===== src/tcp_pkg.sv =====
package tcp_pkg;

    localparam int N_CONN    = 4;
    localparam int CONN_ID_W = 2;

    // TIME_WAIT stands in for 2MSL.
    localparam int TIME_WAIT_CYCLES = 4;
    localparam int TW_CNT_W         = $clog2(TIME_WAIT_CYCLES);

    // Host register word addresses.
    localparam logic [1:0] REG_ENABLE = 2'd0;
    localparam logic [1:0] REG_CTRL   = 2'd1;
    localparam logic [1:0] REG_STATUS = 2'd2;

    // Close request bits sit in the upper half of REG_CTRL.
    localparam int CTRL_CLOSE_LSB = 16;

    typedef enum logic [1:0] {
        RX_MSG_NONE,
        RX_MSG_RECV_SYNACK,
        RX_MSG_RECV_ACK,
        RX_MSG_RECV_FIN
    } rx_msg_t;

    typedef enum logic [1:0] {
        TX_CTRL_NOP,
        TX_CTRL_SEND_SYN,
        TX_CTRL_SEND_ACK,
        TX_CTRL_SEND_FIN
    } tx_ctrl_t;

    typedef enum logic [3:0] {
        IDLE = 4'd0,
        SYN_SENT_1,
        SYN_SENT_2,
        ESTABLISHED,
        WAIT_CLOSE,
        LAST_ACK,
        TIME_WAIT,
        FIN_WAIT_1,
        FIN_WAIT_2
    } conn_state_e;

    typedef struct packed {
        logic [CONN_ID_W-1:0] conn_id;
        logic                 syn;
        logic                 ack;
        logic                 fin;
    } seg_hdr_t;

    // Connection 0 occupies the low nibble.
    typedef conn_state_e [N_CONN-1:0] conn_state_vec_t;

endpackage


===== src/tcp_conn_fsm.sv =====
`timescale 1ns/1ps

module tcp_conn_fsm (
    input  logic                 i_clk,
    input  logic                 i_rst,
    input  logic                 i_enable,
    input  logic                 i_open,
    output logic                 o_open_clr,
    input  logic                 i_close,
    output logic                 o_close_clr,
    output tcp_pkg::tx_ctrl_t    o_tx_ctrl,
    output logic                 o_tx_ctrl_valid,
    input  logic                 i_tx_ctrl_ack,
    input  tcp_pkg::rx_msg_t     i_rx_msg,
    input  logic                 i_rx_msg_valid,
    output logic                 o_rx_msg_ack,
    output tcp_pkg::conn_state_e o_state
);
    import tcp_pkg::*;

    conn_state_e         state_q;
    conn_state_e         state_d;
    logic                peer_fin_q;
    logic                peer_fin_d;
    logic                fin_req_q;
    logic [TW_CNT_W-1:0] tw_cnt_q;
    logic                fin_msg;
    logic                ack_msg;

    // Messages are always taken in the cycle they show up.
    assign o_rx_msg_ack = i_rx_msg_valid;
    assign fin_msg      = i_rx_msg_valid && (i_rx_msg == RX_MSG_RECV_FIN);
    assign ack_msg      = i_rx_msg_valid && (i_rx_msg == RX_MSG_RECV_ACK);
    assign o_state      = state_q;

    always_comb begin
        state_d         = state_q;
        peer_fin_d      = peer_fin_q;
        o_tx_ctrl       = TX_CTRL_NOP;
        o_tx_ctrl_valid = 1'b0;
        o_open_clr      = 1'b0;
        o_close_clr     = 1'b0;

        case (state_q)
            IDLE: begin
                if (i_open) begin
                    o_tx_ctrl       = TX_CTRL_SEND_SYN;
                    o_tx_ctrl_valid = 1'b1;
                    if (i_tx_ctrl_ack) begin
                        state_d = SYN_SENT_1;
                    end
                end
            end
            SYN_SENT_1: begin
                if (i_rx_msg_valid && (i_rx_msg == RX_MSG_RECV_SYNACK)) begin
                    state_d = SYN_SENT_2;
                end
            end
            SYN_SENT_2: begin
                o_tx_ctrl       = TX_CTRL_SEND_ACK;
                o_tx_ctrl_valid = 1'b1;
                if (i_tx_ctrl_ack) begin
                    state_d    = ESTABLISHED;
                    o_open_clr = 1'b1;
                end
            end
            ESTABLISHED: begin
                if (fin_msg) begin
                    peer_fin_d = 1'b1;
                end
                // Whichever request went out first keeps the slot.
                if (fin_req_q || (i_close && !peer_fin_q)) begin
                    o_tx_ctrl       = TX_CTRL_SEND_FIN;
                    o_tx_ctrl_valid = 1'b1;
                    if (i_tx_ctrl_ack) begin
                        state_d     = FIN_WAIT_1;
                        o_close_clr = 1'b1;
                    end
                end else if (peer_fin_q) begin
                    o_tx_ctrl       = TX_CTRL_SEND_ACK;
                    o_tx_ctrl_valid = 1'b1;
                    if (i_tx_ctrl_ack) begin
                        state_d    = WAIT_CLOSE;
                        peer_fin_d = 1'b0;
                    end
                end
            end
            WAIT_CLOSE: begin
                o_tx_ctrl       = TX_CTRL_SEND_FIN;
                o_tx_ctrl_valid = 1'b1;
                if (i_tx_ctrl_ack) begin
                    state_d     = LAST_ACK;
                    o_close_clr = 1'b1;
                end
            end
            LAST_ACK: begin
                if (ack_msg) begin
                    state_d = IDLE;
                end
            end
            FIN_WAIT_1, FIN_WAIT_2: begin
                if (fin_msg) begin
                    peer_fin_d = 1'b1;
                end
                if (peer_fin_q) begin
                    o_tx_ctrl       = TX_CTRL_SEND_ACK;
                    o_tx_ctrl_valid = 1'b1;
                    if (i_tx_ctrl_ack) begin
                        state_d    = TIME_WAIT;
                        peer_fin_d = 1'b0;
                    end
                end else if (ack_msg && (state_q == FIN_WAIT_1)) begin
                    state_d = FIN_WAIT_2;
                end
            end
            TIME_WAIT: begin
                if (tw_cnt_q == TW_CNT_W'(TIME_WAIT_CYCLES - 1)) begin
                    state_d = IDLE;
                end
            end
            default: state_d = IDLE;
        endcase

        // No requests while the engine is off.
        if (!i_enable) begin
            o_tx_ctrl_valid = 1'b0;
        end
    end

    always_ff @(posedge i_clk) begin
        if (i_rst || !i_enable) begin
            state_q    <= IDLE;
            peer_fin_q <= 1'b0;
            fin_req_q  <= 1'b0;
            tw_cnt_q   <= '0;
        end else begin
            state_q    <= state_d;
            peer_fin_q <= peer_fin_d;
            fin_req_q  <= (state_q == ESTABLISHED) && o_tx_ctrl_valid
                          && (o_tx_ctrl == TX_CTRL_SEND_FIN) && !i_tx_ctrl_ack;
            if (state_q == TIME_WAIT) begin
                tw_cnt_q <= tw_cnt_q + 1'b1;
            end else begin
                tw_cnt_q <= '0;
            end
        end
    end

    a_req_stable: assert property (@(posedge i_clk) disable iff (i_rst)
        o_tx_ctrl_valid && !i_tx_ctrl_ack |=>
            !i_enable || (o_tx_ctrl_valid && $stable(o_tx_ctrl)));

    a_time_wait_limit: assert property (@(posedge i_clk) disable iff (i_rst)
        $rose(state_q == TIME_WAIT) |-> ##TIME_WAIT_CYCLES (state_q != TIME_WAIT));

endmodule


===== src/tcp_rx_classifier.sv =====
`timescale 1ns/1ps

module tcp_rx_classifier (
    input  logic                         i_clk,
    input  logic                         i_rst,
    input  tcp_pkg::seg_hdr_t            i_rx_seg,
    input  logic                         i_rx_seg_valid,
    output logic                         o_rx_seg_ready,
    output tcp_pkg::rx_msg_t             o_msg,
    output logic [tcp_pkg::N_CONN-1:0]   o_msg_valid,
    input  logic [tcp_pkg::N_CONN-1:0]   i_msg_ack
);
    import tcp_pkg::*;

    logic                 full_q;
    logic [CONN_ID_W-1:0] id_q;
    rx_msg_t              msg_q;
    rx_msg_t              msg_d;
    logic                 consume;
    logic                 load;

    // FIN wins over any other flag.
    always_comb begin
        if (i_rx_seg.fin) begin
            msg_d = RX_MSG_RECV_FIN;
        end else if (i_rx_seg.syn && i_rx_seg.ack) begin
            msg_d = RX_MSG_RECV_SYNACK;
        end else if (i_rx_seg.ack) begin
            msg_d = RX_MSG_RECV_ACK;
        end else begin
            msg_d = RX_MSG_NONE;
        end
    end

    assign consume        = full_q && i_msg_ack[id_q];
    assign o_rx_seg_ready = !full_q || consume;
    // Headers with no useful flags are taken and dropped here.
    assign load           = i_rx_seg_valid && o_rx_seg_ready && (msg_d != RX_MSG_NONE);

    always_ff @(posedge i_clk) begin
        if (i_rst) begin
            full_q <= 1'b0;
        end else if (load) begin
            full_q <= 1'b1;
        end else if (consume) begin
            full_q <= 1'b0;
        end
    end

    always_ff @(posedge i_clk) begin
        if (load) begin
            id_q  <= i_rx_seg.conn_id;
            msg_q <= msg_d;
        end
    end

    assign o_msg = msg_q;

    always_comb begin
        for (int i = 0; i < N_CONN; i++) begin
            o_msg_valid[i] = full_q && (id_q == CONN_ID_W'(i));
        end
    end

    // The addressed connection takes its message in the cycle it is shown.
    a_msg_taken: assert property (@(posedge i_clk) disable iff (i_rst)
        full_q |-> i_msg_ack[id_q]);

endmodule


===== src/tcp_tx_arbiter.sv =====
`timescale 1ns/1ps

module tcp_tx_arbiter (
    input  logic                                  i_clk,
    input  logic                                  i_rst,
    input  tcp_pkg::tx_ctrl_t [tcp_pkg::N_CONN-1:0] i_req,
    input  logic [tcp_pkg::N_CONN-1:0]            i_req_valid,
    output logic [tcp_pkg::N_CONN-1:0]            o_req_ack,
    output tcp_pkg::seg_hdr_t                     o_tx_seg,
    output logic                                  o_tx_seg_valid,
    input  logic                                  i_tx_seg_ready
);
    import tcp_pkg::*;

    logic [CONN_ID_W-1:0] ptr_q;
    logic [CONN_ID_W-1:0] cand [N_CONN];
    logic [CONN_ID_W-1:0] gnt_idx;
    logic                 gnt_found;
    logic                 load_en;
    logic                 valid_q;
    seg_hdr_t             seg_d;
    seg_hdr_t             seg_q;

    // Search starts at the connection after the last winner.
    always_comb begin
        gnt_found = 1'b0;
        gnt_idx   = ptr_q;
        for (int i = 0; i < N_CONN; i++) begin
            cand[i] = ptr_q + CONN_ID_W'(i);
            if (!gnt_found && i_req_valid[cand[i]]) begin
                gnt_found = 1'b1;
                gnt_idx   = cand[i];
            end
        end
    end

    // Output register is free when empty or being drained.
    assign load_en   = !valid_q || i_tx_seg_ready;
    assign o_req_ack = (load_en && gnt_found) ? (N_CONN'(1) << gnt_idx) : '0;

    always_comb begin
        seg_d.conn_id = gnt_idx;
        seg_d.syn     = (i_req[gnt_idx] == TX_CTRL_SEND_SYN);
        seg_d.ack     = (i_req[gnt_idx] == TX_CTRL_SEND_ACK)
                        || (i_req[gnt_idx] == TX_CTRL_SEND_FIN);
        seg_d.fin     = (i_req[gnt_idx] == TX_CTRL_SEND_FIN);
    end

    always_ff @(posedge i_clk) begin
        if (i_rst) begin
            valid_q <= 1'b0;
            ptr_q   <= '0;
        end else if (load_en) begin
            valid_q <= gnt_found;
            if (gnt_found) begin
                ptr_q <= gnt_idx + CONN_ID_W'(1);
            end
        end
    end

    always_ff @(posedge i_clk) begin
        if (load_en && gnt_found) begin
            seg_q <= seg_d;
        end
    end

    assign o_tx_seg       = seg_q;
    assign o_tx_seg_valid = valid_q;

    // Every grant goes to a connection that is asking.
    a_ack_onehot: assert property (@(posedge i_clk) disable iff (i_rst)
        $onehot0(o_req_ack) && ((o_req_ack & ~i_req_valid) == '0));

    a_out_stable: assert property (@(posedge i_clk) disable iff (i_rst)
        o_tx_seg_valid && !i_tx_seg_ready |=> o_tx_seg_valid && $stable(o_tx_seg));

endmodule


===== src/tcp_host_regs.sv =====
`timescale 1ns/1ps

module tcp_host_regs (
    input  logic                             i_clk,
    input  logic                             i_rst,
    input  logic                             i_wb_cyc,
    input  logic                             i_wb_stb,
    input  logic                             i_wb_we,
    input  logic [1:0]                       i_wb_adr,
    input  logic [31:0]                      i_wb_dat,
    output logic [31:0]                      o_wb_dat,
    output logic                             o_wb_ack,
    output logic                             o_enable,
    output logic [tcp_pkg::N_CONN-1:0]       o_open,
    output logic [tcp_pkg::N_CONN-1:0]       o_close,
    input  logic [tcp_pkg::N_CONN-1:0]       i_open_clr,
    input  logic [tcp_pkg::N_CONN-1:0]       i_close_clr,
    input  tcp_pkg::conn_state_vec_t         i_state
);
    import tcp_pkg::*;

    logic              ack_q;
    logic              enable_q;
    logic [N_CONN-1:0] open_q;
    logic [N_CONN-1:0] close_q;
    logic [N_CONN-1:0] open_set;
    logic [N_CONN-1:0] close_set;
    logic [31:0]       rd_data;
    logic [31:0]       rd_q;
    logic              access;
    logic              wr_en;

    // One access per strobe; ack drops the cycle after it rises.
    assign access    = i_wb_cyc && i_wb_stb && !ack_q;
    assign wr_en     = access && i_wb_we;
    assign open_set  = (wr_en && i_wb_adr == REG_CTRL) ? i_wb_dat[N_CONN-1:0] : '0;
    assign close_set = (wr_en && i_wb_adr == REG_CTRL)
                       ? i_wb_dat[CTRL_CLOSE_LSB +: N_CONN] : '0;

    always_comb begin
        rd_data = '0;
        case (i_wb_adr)
            REG_ENABLE: rd_data[0] = enable_q;
            REG_CTRL: begin
                rd_data[N_CONN-1:0]               = open_q;
                rd_data[CTRL_CLOSE_LSB +: N_CONN] = close_q;
            end
            REG_STATUS: rd_data[$bits(conn_state_vec_t)-1:0] = i_state;
            default: rd_data = '0;
        endcase
    end

    always_ff @(posedge i_clk) begin
        if (i_rst) begin
            ack_q    <= 1'b0;
            enable_q <= 1'b0;
            open_q   <= '0;
            close_q  <= '0;
        end else begin
            ack_q <= access;
            if (wr_en && i_wb_adr == REG_ENABLE) begin
                enable_q <= i_wb_dat[0];
            end
            // A set in the same cycle beats the clear.
            open_q  <= (open_q & ~i_open_clr) | open_set;
            close_q <= (close_q & ~i_close_clr) | close_set;
        end
    end

    always_ff @(posedge i_clk) begin
        if (access) begin
            rd_q <= rd_data;
        end
    end

    assign o_wb_ack = ack_q;
    assign o_wb_dat = rd_q;
    assign o_enable = enable_q;
    assign o_open   = open_q;
    assign o_close  = close_q;

endmodule


===== src/tcp_conn_engine.sv =====
`timescale 1ns/1ps

module tcp_conn_engine (
    input  logic              i_clk,
    input  logic              i_rst,
    input  logic              i_wb_cyc,
    input  logic              i_wb_stb,
    input  logic              i_wb_we,
    input  logic [1:0]        i_wb_adr,
    input  logic [31:0]       i_wb_dat,
    output logic [31:0]       o_wb_dat,
    output logic              o_wb_ack,
    input  tcp_pkg::seg_hdr_t i_rx_seg,
    input  logic              i_rx_seg_valid,
    output logic              o_rx_seg_ready,
    output tcp_pkg::seg_hdr_t o_tx_seg,
    output logic              o_tx_seg_valid,
    input  logic              i_tx_seg_ready
);
    import tcp_pkg::*;

    logic                       enable;
    logic [N_CONN-1:0]          open_req;
    logic [N_CONN-1:0]          close_req;
    logic [N_CONN-1:0]          open_clr;
    logic [N_CONN-1:0]          close_clr;
    conn_state_vec_t            state_vec;
    rx_msg_t                    rx_msg;
    logic [N_CONN-1:0]          rx_msg_valid;
    logic [N_CONN-1:0]          rx_msg_ack;
    tx_ctrl_t [N_CONN-1:0]      tx_req;
    logic [N_CONN-1:0]          tx_req_valid;
    logic [N_CONN-1:0]          tx_req_ack;

    tcp_host_regs regs_i (
        .i_clk(i_clk), .i_rst(i_rst),
        .i_wb_cyc(i_wb_cyc), .i_wb_stb(i_wb_stb), .i_wb_we(i_wb_we),
        .i_wb_adr(i_wb_adr), .i_wb_dat(i_wb_dat), .o_wb_dat(o_wb_dat), .o_wb_ack(o_wb_ack),
        .o_enable(enable), .o_open(open_req), .o_close(close_req),
        .i_open_clr(open_clr), .i_close_clr(close_clr), .i_state(state_vec)
    );

    tcp_rx_classifier rx_cls_i (
        .i_clk(i_clk), .i_rst(i_rst),
        .i_rx_seg(i_rx_seg), .i_rx_seg_valid(i_rx_seg_valid), .o_rx_seg_ready(o_rx_seg_ready),
        .o_msg(rx_msg), .o_msg_valid(rx_msg_valid), .i_msg_ack(rx_msg_ack)
    );

    for (genvar i = 0; i < N_CONN; i++) begin : g_conn
        tcp_conn_fsm fsm_i (
            .i_clk(i_clk), .i_rst(i_rst), .i_enable(enable),
            .i_open(open_req[i]), .o_open_clr(open_clr[i]),
            .i_close(close_req[i]), .o_close_clr(close_clr[i]),
            .o_tx_ctrl(tx_req[i]), .o_tx_ctrl_valid(tx_req_valid[i]),
            .i_tx_ctrl_ack(tx_req_ack[i]),
            .i_rx_msg(rx_msg), .i_rx_msg_valid(rx_msg_valid[i]), .o_rx_msg_ack(rx_msg_ack[i]),
            .o_state(state_vec[i])
        );
    end

    tcp_tx_arbiter tx_arb_i (
        .i_clk(i_clk), .i_rst(i_rst),
        .i_req(tx_req), .i_req_valid(tx_req_valid), .o_req_ack(tx_req_ack),
        .o_tx_seg(o_tx_seg), .o_tx_seg_valid(o_tx_seg_valid), .i_tx_seg_ready(i_tx_seg_ready)
    );

endmodule


===== config.mk =====
export PLATFORM = sky130hd
export DESIGN_NAME = tcp_conn_engine
export DESIGN_NICKNAME = d
export VERILOG_FILES = /design/src/tcp_pkg.sv /design/src/tcp_conn_fsm.sv /design/src/tcp_rx_classifier.sv /design/src/tcp_tx_arbiter.sv /design/src/tcp_host_regs.sv /design/src/tcp_conn_engine.sv
export SDC_FILE = /design/constraint.sdc
export NUM_CORES = 1
export LEC_CHECK = 0
export BUFFER_PORTS_ARGS = -buffer_cell sky130_fd_sc_hd__clkbuf_2
export CORE_ASPECT_RATIO = 0.7
export CORE_MARGIN = 3
export CORE_UTILIZATION = 55
export CTS_CLUSTER_DIAMETER = 100
export DETAILED_ROUTE_END_ITERATION = 10
export PLACE_DENSITY = 0.88
export RECOVER_POWER = 50
export SLEW_MARGIN = 10
export SYNTH_ARGS = -nofsm -noshare
export SYNTH_HDL_FRONTEND = slang
export SYNTH_SLANG_ARGS = --single-unit

===== constraint.sdc =====
create_clock -name i_clk -period 3.6 [get_ports i_clk]
set_input_delay 0.18 -clock i_clk [delete_from_list [all_inputs] [get_ports i_clk]]
set_output_delay 0.18 -clock i_clk [all_outputs]
set_load 0.02 [all_outputs]

==> out/metrics.cfg <==
[clock_network]
root_buffer = clkbuf_16
h-tree-depth = 3
clock_latency_ps = 340
cts_tree = done
cts_buffers = 9
ctsHoldBuffers = 0
cts.sinks = 75
clk_pin_slew_ps = 60
cts_max_path_buffers = 2

[worst_setup_path]
cpPeakStageDelay_ps = 650
cp_max_fo = 16
r2r_start = g_conn[1].fsm_i.o_state[3]
critPathMostFrequentCell = a21oi_1
crit_type = register to register
arrival_ps = 3630
cp.required_ps = 3790
r2r_end = g_conn[1].fsm_i.o_state[2]
crit_path_end_kind = register
startpoint_type = register
reg2reg_setup_slack_ps = 160
worstPathCellList = nor4b_4 > a2bb2oi_2 > a41oi_4 > o221ai_1 > a21oi_2 > ha_1 > a21oi_1 > a311o_1 > a21oi_4 > mux2i_1 > a21oi_1
r2r_cells = 11
critPathSlowestCell = dfxtp_1

[timing]
skew_ps = 4.81
min_period_ps = 3440
rsz0062_at_grt = yes
setup_viol = 0
worst_slew_pin_slew_ps = 1260
hold_violations = 0
maxSlewViolCount = 0
finalCritPeriodShare_pct = 95.4
relSlewSlack_pct = 16.2
clock.fmax_ghz = 0.291

[place]
hpwl_um = 9180
place_congestion = 0.973
dp.cells = 697
io_buffers = 48

[logic_synthesis]
async_reset_ff_share_pct = 0
synth_cells = 544
synth_top_flop_cell = dfxtp_1
seq_area_frac_synth_pct = 37.8
syn-cell-area_sq_um = 4740
ys_types = 84
syn_area_per_cell_sq_um = 8.71
ys_warn_count = 0
ys_ff_latch = 75
synth_edf_count = 29

[status]
status = complete, no violations

[finish]
instances_no_fill = 713
nets = 665
drive_gt1_share_pct = 17.5
nFillCells = 662
syn_to_final_growth_pct = 16.5
diodes = 0

[worst_hold_path]
whs_path_depth = 1
whs_endpoint = rx_cls_i.id_q[1]
min-delay-start = i_rx_seg[4]
hp-class = primary input to register

[floorplan]
die_area_sq_um = 9780
die_h_um = 83.6
core_area_sq_um = 8110
io_pins = 86
die_w_um = 117
row_count = 27
initial_core_util_pct = 58.4

[global_routing]
grtUsageTotal_pct = 26.5
grt_max_degree = 23
first_global_vias = 4074
antenna_found_initial = 0
grt.overflow.total = 0
grt_pass1_wl_um = 20600

[drt]
wl_um = 12700
drc = 0
ant_nets = 0
via_count = 4497
dr.pass1.iters = 5
dr.first_iter.drc_count = 440
viasPerCell = 6.31
wire_per_inst_um = 17.9

[run]
maxCapViolations = 0

[power_and_ir_drop]
vdd_drop_max_v = 0.000274
p_total_uw = 1960
power.density_nw_per_um2 = 355
p_leak_uw = 0.00204

area by class of cell:
type	instances	area, sq um	share of cell area (%)
inverters	19	71.3	1.29
repair buffers	87	495	8.98
flip-flops and latches	75	1800	32.6
clock inverters	5	76.3	1.38
clock buffers	11	243	4.40
multi-input cells	415	2710	49.0
well taps	101	126	2.29
critical path, delay by kind of cell (launching register included):
family | cells | cell delay (ps)
adders and majority gates | 1 | 270
AOI/OAI and AO/OA | 8 | 1780
muxes | 1 | 260
DFF | 1 | 650
and+or+nand+nor | 1 | 320
cell usage after synthesis (7+ instances only):
master    count  area (sq um)
clkbuf_1     18          67.6
nor3_1       25           125
nand3_1      10          50.1
o22ai_1       7          43.8
inv_1        19          71.3
dfxtp_1      46           921
buf_4        14           105
buf_2        11          55.1
o21ai_0      22           110
o21ai_1       8          40.0
edfxtp_1     29           871
nand2b_1     11          68.8
mux2i_1       8          80.1
a211oi_1      7          52.6
nor2b_1      13          81.3
nand2_1      45           169
a21oi_1      33           165
ha_1         12           150
nor2_1       59           221
and2_1       19           119
and3_1        7          43.8
layout by cell type (no fill, tap or decap), drive strengths merged, types with 8 or more instances in the layout:
cell type,Yosys,final
a211oi,8,8
a21oi,35,35
and2,19,19
buf,28,38
clkbuf,18,60
conb,2,13
dfxtp,46,46
edfxtp,29,29
ha,12,12
inv,19,19
mux2i,8,8
nand2,45,45
nand2b,11,11
nand3,10,10
nor2,60,60
nor2b,13,13
nor3,25,25
o21ai,30,30
per-stage QoR:
step	setup TNS [ps]	area [sq um]	utilization [%]	setup slack, ps	hold slack, ps
after global placement	0	5200	64.1	332	358
after floorplan	0	4780	-	571	279
after global routing	-24.8	5520	68.1	-24.8	8.59
final	0	5520	68.1	164	17.8
after CTS	0	5520	68.1	180	12.4
after detailed placement	0	5200	64.1	200	360
worst max-delay path by stage:
| stage | start | endpoint | slack (ps) |
|---|---|---|---|
| 5_1_grt | g_conn[2].fsm_i.o_state[1] | g_conn[1].fsm_i.o_state[2] | -20 |
| 3_5_place_dp | g_conn[1].fsm_i.o_state[1] | g_conn[1].fsm_i.o_state[2] | 200 |
| 6_report | g_conn[1].fsm_i.o_state[3] | g_conn[1].fsm_i.o_state[2] | 160 |
| 3_3_place_gp | g_conn[1].fsm_i.o_state[1] | g_conn[1].fsm_i.o_state[2] | 330 |
| 4_1_cts | g_conn[1].fsm_i.o_state[1] | g_conn[1].fsm_i.o_state[2] | 180 |
| 2_1_floorplan | g_conn[2].fsm_i.o_state[2] | g_conn[2].fsm_i.o_state[1] | 570 |
sequential cells by signal, indices dropped and copies added (netlist names):
signal and count:
g_conn.fsm_i.fin_req_q 4, g_conn.fsm_i.o_state 16, g_conn.fsm_i.peer_fin_q 4, g_conn.fsm_i.tw_cnt_q 8, regs_i.o_close 4, regs_i.o_enable 1, regs_i.o_open 4, regs_i.o_wb_ack 1
regs_i.o_wb_dat 20, rx_cls_i.full_q 1, rx_cls_i.id_q 2, rx_cls_i.o_msg 2, tx_arb_i.o_tx_seg 5, tx_arb_i.o_tx_seg_valid 1, tx_arb_i.ptr_q 2
metal layers:
metal,track usage [%],vias to the layer above,part of all wire [%]
met3,6.16,18,8.9
met4,6.56,0,1.3
li1,-,2102,-
met5,0,-,0
met2,39.3,234,45
met1,38.5,2143,45
report_power, final:
part	switching [uW]	leakage, uW	total [uW]	internal, uW
clock network	349	0.000153	971	622
logic	63.8	0.00123	87.4	23.6
registers	7.52	0.000649	902	894
what timing repair did:
action                                 CTS  global route
setup endpoints to repair                0             7
buffers inserted                         0             0
endpoints found under the hold margin    0             0
gates resized for setup                  0            11
cells by family after synthesis:
| logic type | Yosys count | synth area share (%) |
|---|---|---|
| flip-flops | 75 | 37.8 |
| AO/OA/AOI/OAI | 142 | 22.4 |
| buffers and inverters | 65 | 6.55 |
| adder cells (fa/ha/maj) | 12 | 3.17 |
| XOR/XNOR | 4 | 0.740 |
| other | 2 | 0.159 |
| AND/OR/NAND/NOR | 235 | 27.2 |
| multiplexers | 9 | 1.93 |
Power figures use the tool's default switching activity.
